<file path="src/hw/arb_params.svh">
`ifndef ARB_PARAMS_SVH
`define ARB_PARAMS_SVH

// --------------------
// client count and field widths
// --------------------
`define ARB_NUM_CLIENTS 4     // identical clients behind the arbiter
`define ARB_CLIENT_W    2     // client number, upper tid bits
`define ARB_TAG_W       6     // client local tag, lower tid bits
`define ARB_ADDR_W      32    // cache-line address
`define ARB_DATA_W      64    // line data, reduced from full line

`endif

</file>
<file path="src/hw/arb_pkg.sv">
`include "arb_params.svh"

package arb_pkg;

   // --------------------
   // plain vectors
   // --------------------
   typedef logic [`ARB_ADDR_W-1:0]              addr_t;       // line address
   typedef logic [`ARB_DATA_W-1:0]              data_t;       // line data
   typedef logic [`ARB_TAG_W-1:0]               tag_t;        // client local tag
   typedef logic [`ARB_CLIENT_W-1:0]            client_id_t;  // client number
   typedef logic [`ARB_CLIENT_W+`ARB_TAG_W-1:0] tid_t;        // client over tag

   // --------------------
   // client side
   // --------------------
   typedef struct packed {
      addr_t offset;    // relative to read base
      tag_t  tag;
   } rd_req_t;

   typedef struct packed {
      addr_t offset;    // relative to write base
      tag_t  tag;
      data_t data;
   } wr_req_t;

   typedef struct packed {
      tag_t  tag;
      addr_t addr;      // host address recorded at accept
      data_t data;
   } rd_rsp_t;

   typedef struct packed {
      tag_t  tag;
      addr_t addr;
   } wr_rsp_t;

   // --------------------
   // host side
   // --------------------
   typedef struct packed {
      addr_t addr;      // base already added
      tid_t  tid;
   } host_rd_req_t;

   typedef struct packed {
      addr_t addr;
      tid_t  tid;
      data_t data;
   } host_wr_req_t;

   typedef struct packed {
      tid_t  tid;
      data_t data;
   } host_rd_rsp_t;

   typedef struct packed {
      tid_t  tid;
   } host_wr_rsp_t;

endpackage

</file>
<file path="src/hw/response_router.sv">
`include "arb_params.svh"

module response_router (
   input  logic                          Clk_32UI,
   input  logic                          reset_n,
   input  logic                          host_rd_rsp_valid,   // single-cycle pulse
   input  arb_pkg::host_rd_rsp_t         host_rd_rsp,
   input  logic                          host_wr_rsp_valid,
   input  arb_pkg::host_wr_rsp_t         host_wr_rsp,
   output arb_pkg::tid_t                 rd_lookup_tid,       // to read tag memory
   input  arb_pkg::addr_t                rd_lookup_addr,
   output arb_pkg::tid_t                 wr_lookup_tid,       // to write tag memory
   input  arb_pkg::addr_t                wr_lookup_addr,
   output logic [`ARB_NUM_CLIENTS-1:0]   rd_rsp_valid,
   output arb_pkg::rd_rsp_t              rd_rsp [`ARB_NUM_CLIENTS],
   output logic [`ARB_NUM_CLIENTS-1:0]   wr_rsp_valid,
   output arb_pkg::wr_rsp_t              wr_rsp [`ARB_NUM_CLIENTS]
);

   import arb_pkg::*;

   logic         rd_valid_q;
   host_rd_rsp_t rd_q;                                 // payload, no reset
   logic         wr_valid_q;
   host_wr_rsp_t wr_q;
   client_id_t   rd_client;                            // decoded from tid top bits
   client_id_t   wr_client;

   // lookup starts in the host cycle so the address lines up with the register
   assign rd_lookup_tid = host_rd_rsp.tid;
   assign wr_lookup_tid = host_wr_rsp.tid;

   // --------------------
   // response register stage
   // --------------------
   always_ff @(posedge Clk_32UI)
   begin
      if (!reset_n)
      begin
         rd_valid_q <= 1'b0;
         wr_valid_q <= 1'b0;
      end
      else
      begin
         rd_valid_q <= host_rd_rsp_valid;
         wr_valid_q <= host_wr_rsp_valid;
      end
      rd_q <= host_rd_rsp;                             // captured every cycle
      wr_q <= host_wr_rsp;
   end

   assign rd_client = rd_q.tid[$bits(tid_t)-1 -: `ARB_CLIENT_W];
   assign wr_client = wr_q.tid[$bits(tid_t)-1 -: `ARB_CLIENT_W];

   // --------------------
   // steering to clients
   // --------------------
   always_comb
   begin
      for (int c = 0; c < `ARB_NUM_CLIENTS; c++)
      begin
         rd_rsp_valid[c] = rd_valid_q & (rd_client == client_id_t'(c));  // named client only
         rd_rsp[c].tag   = rd_q.tid[`ARB_TAG_W-1:0];
         rd_rsp[c].addr  = rd_lookup_addr;             // shared payload
         rd_rsp[c].data  = rd_q.data;
         wr_rsp_valid[c] = wr_valid_q & (wr_client == client_id_t'(c));
         wr_rsp[c].tag   = wr_q.tid[`ARB_TAG_W-1:0];
         wr_rsp[c].addr  = wr_lookup_addr;
      end
   end

   // host ids must name a client that exists
   a_rd_client_range : assert property (@(posedge Clk_32UI) disable iff (!reset_n)
      rd_valid_q |-> (int'(rd_client) < `ARB_NUM_CLIENTS));

   a_wr_client_range : assert property (@(posedge Clk_32UI) disable iff (!reset_n)
      wr_valid_q |-> (int'(wr_client) < `ARB_NUM_CLIENTS));

endmodule

</file>
<file path="config.mk">
export PLATFORM = sky130hd
export DESIGN_NAME = response_router
export DESIGN_NICKNAME = d
export VERILOG_FILES = /design/src/hw/arb_pkg.sv /design/src/hw/response_router.sv
export VERILOG_INCLUDE_DIRS = /design/src /design/src/hw
export SDC_FILE = /design/constraint.sdc
export NUM_CORES = 1
export LEC_CHECK = 0
export BUFFER_PORTS_ARGS = -buffer_cell sky130_fd_sc_hd__buf_2
export CORE_AREA = 4 4 285 287
export DETAILED_ROUTE_END_ITERATION = 8
export DIE_AREA = 0 0 289 291
export GPL_ROUTABILITY_DRIVEN = 0
export PLACE_DENSITY = 0.38
export SLEW_MARGIN = 20
export SYNTH_ARGS = -nofsm -noshare
export SYNTH_HDL_FRONTEND = slang
export SYNTH_SLANG_ARGS = --single-unit
</file>
<file path="constraint.sdc">
create_clock -name Clk_32UI -period 1 [get_ports Clk_32UI]
set_input_delay 0.1 -clock Clk_32UI [delete_from_list [all_inputs] [get_ports Clk_32UI]]
set_output_delay 0.1 -clock Clk_32UI [all_outputs]
set_load 0.03 [all_outputs]
</file>
==> results.toml <==
[outcome]
status = "finished, violations left"
violations = "setup timing"

[clock_tree]
cts_tree = "built"
cts.sinks = 82
clockBufferDepth = 2
cts.clk_slew.worst_paths_ns = 0.08
cts_buffers = 9
h-tree-depth = 3
cts-root-buf = "clkbuf_16"

[worst_setup_path]
cp-start-kind = "flop"
cp.depth = 2
slowest_stage = "dfxtp_2"
path_cells = "and3b_1, buf_6"
crit_arrival_ns = 1.08
end_kind = "output pin"
cp-startpoint = "rd_client[1]"
worstPathRequired_ns = 0.90
cpPeakStageDelay_ns = 0.34
path_delay_family = "flip-flops"
setup.worst_path.class = "flop to output pin"
crit_buf_inv = 1
crit_end = "rd_rsp_valid[1]"
cp_max_fo = 4

[power]
powerDensity_nw_per_um2 = 1250
power_mw = 11.1
ir_worst_vdd_mv = 0.614
power_leakage_nw = 3.71

[detailed_routing]
ant_nets = 0
wl_per_cell_um = 16.9
drt_first_pass_iters = 4
drc = 0
viasPerCell = 1.97
drt_iter0_drc = 63
vias = 3284
drt-total-wl_um = 28300

[yosys]
synth_nets = 746
ys_seq_area_share_pct = 29.7
yosys_warnings = 0
syn_area_um2 = 5530
synth_cell_types = 6
syn_avg_cell_area_um2 = 9.24
synthCells = 598
ys_ff_latch = 82

[die]
core_area_um2 = 78600
fp.dieW_um = 289
placementRows = 103
die_height_um = 291
initial_utilization_pct = 7.03
num_io_pins = 732
dieArea_um2 = 84100

[layout]
area_growth_pct = 60.5
fill_cells = 8920
final_common_cell = "buf_6"
final_cell_mix = "buf_6, buf_2, dlygate4sd3_1"
final_area_um2 = 8870
fin_nets = 760
drive_above_1_share_pct = 85.6

[placement]
portBuffers = 411
place_area_um2 = 5300
dp_slack_ns = -0.362
post-dp-hpwl_um = 22800

[global_route]
grt.overflow.total = 0
grt_max_degree = 18
grtUsageTotal_pct = 6.49
met2_usage_pct = 10.8
antenna_found_initial = 10
busiest_layer = "met2"
grt_pass1_wl_um = 35900
grt_pass1_vias = 3929
grtUsageMet3_pct = 4.41
grtUsageMet1_pct = 5.81

[sta]
slew-limit-headroom_pct = 85.3
fin_setup_tns_ns = -9.11
min_period_over_period_pct = 118
timing.fmax_ghz = 0.847
fin_crit_ns = 1.18
slew_violations = 0
worst_pin_slew_ns = 0.220
hold_violations = 0
final-setup-viol-count = 208
setup_ws_ns = -0.180
grt_setup_unrepaired = "true"

[run]
max-cap-violations = 0

[hold_path]
hp-class = "input port to output pin"
==> worst min path at each step <==
stage / startpoint / to / cells past startpoint
after floorplan: host_rd_rsp[70] / rd_client[0] / 0
after global placement: wr_lookup_addr[19] / wr_rsp[19] / 0
after detailed placement: wr_lookup_addr[19] / wr_rsp[19] / 0
after CTS: wr_lookup_addr[19] / wr_rsp[19] / 0
after global routing: wr_lookup_addr[30] / wr_rsp[30] / 0
final: rd_lookup_addr[23] / rd_rsp[87] / 0
==> flip-flops by register name, summed over array words and instances, names as in the netlist <==
| register | cells |
|---|---|
| wr_q | 8 |
| rd_rsp | 70 |
| rd_valid_q | 1 |
| rd_client | 2 |
| wr_valid_q | 1 |
==> cell families after synthesis <==
kind of cell / share of synthesized area (%)
AND/OR/NAND/NOR: 1.58
flip-flops: 29.7
buffers and inverters: 68.7
==> cell type report <==
type                    instances  area (µm²)  area share (%)
clock buffers                   9         225            2.54
multi-input cells              10        91.3            1.03
diodes                          2        5.00          0.0564
well taps                    1050        1310            14.8
repair buffers                509        5240            59.1
flip-flops and latches         82        1920            21.7
clock inverters                 7        68.8           0.776
==> through the flow <==
step           std cells  hold WS (ns)  utilization, %
2_1_floorplan        598         0.128               -
3_3_place_gp        1565         0.200            6.74
3_5_place_dp        1565         0.200            6.74
4_1_cts             1665         0.200            11.2
5_1_grt             1667         0.200            11.3
6_report            1669         0.200            11.3
==> power by group <==
part | leakage [nW] | switching, mW | internal [mW]
combinational | 2.85 | 1.93 | 1.70
clock | 0.138 | 1.90 | 1.76
sequential | 0.717 | 0.394 | 3.37
total | 3.71 | 4.23 | 6.84
==> cell usage after synthesis <==
| cell type | number | area (µm²) |
|---|---|---|
| buf_4 | 506 | 3800 |
| dfxtp_1 | 82 | 1640 |
| and3b_1 | 4 | 35.0 |
| and2_1 | 2 | 12.5 |
| and3_2 | 2 | 15.0 |
| nor3b_2 | 2 | 25.0 |
==> per-layer routing <==
metal,vias to the layer above,wire [µm]
li1,1344,-
met1,1396,8390
met2,384,13700
met3,148,4390
met4,12,1690
met5,-,85
==> repair_timing <==
action,4_1_cts,5_1_grt
gates resized for setup,811,6
setup buffers,3,2
endpoints found under the setup margin,312,312
gates cloned,0,0
pin swaps,1,0
hold buffers,83,0
hold endpoints to repair,82,0
(Power assumes the default switching activity.)
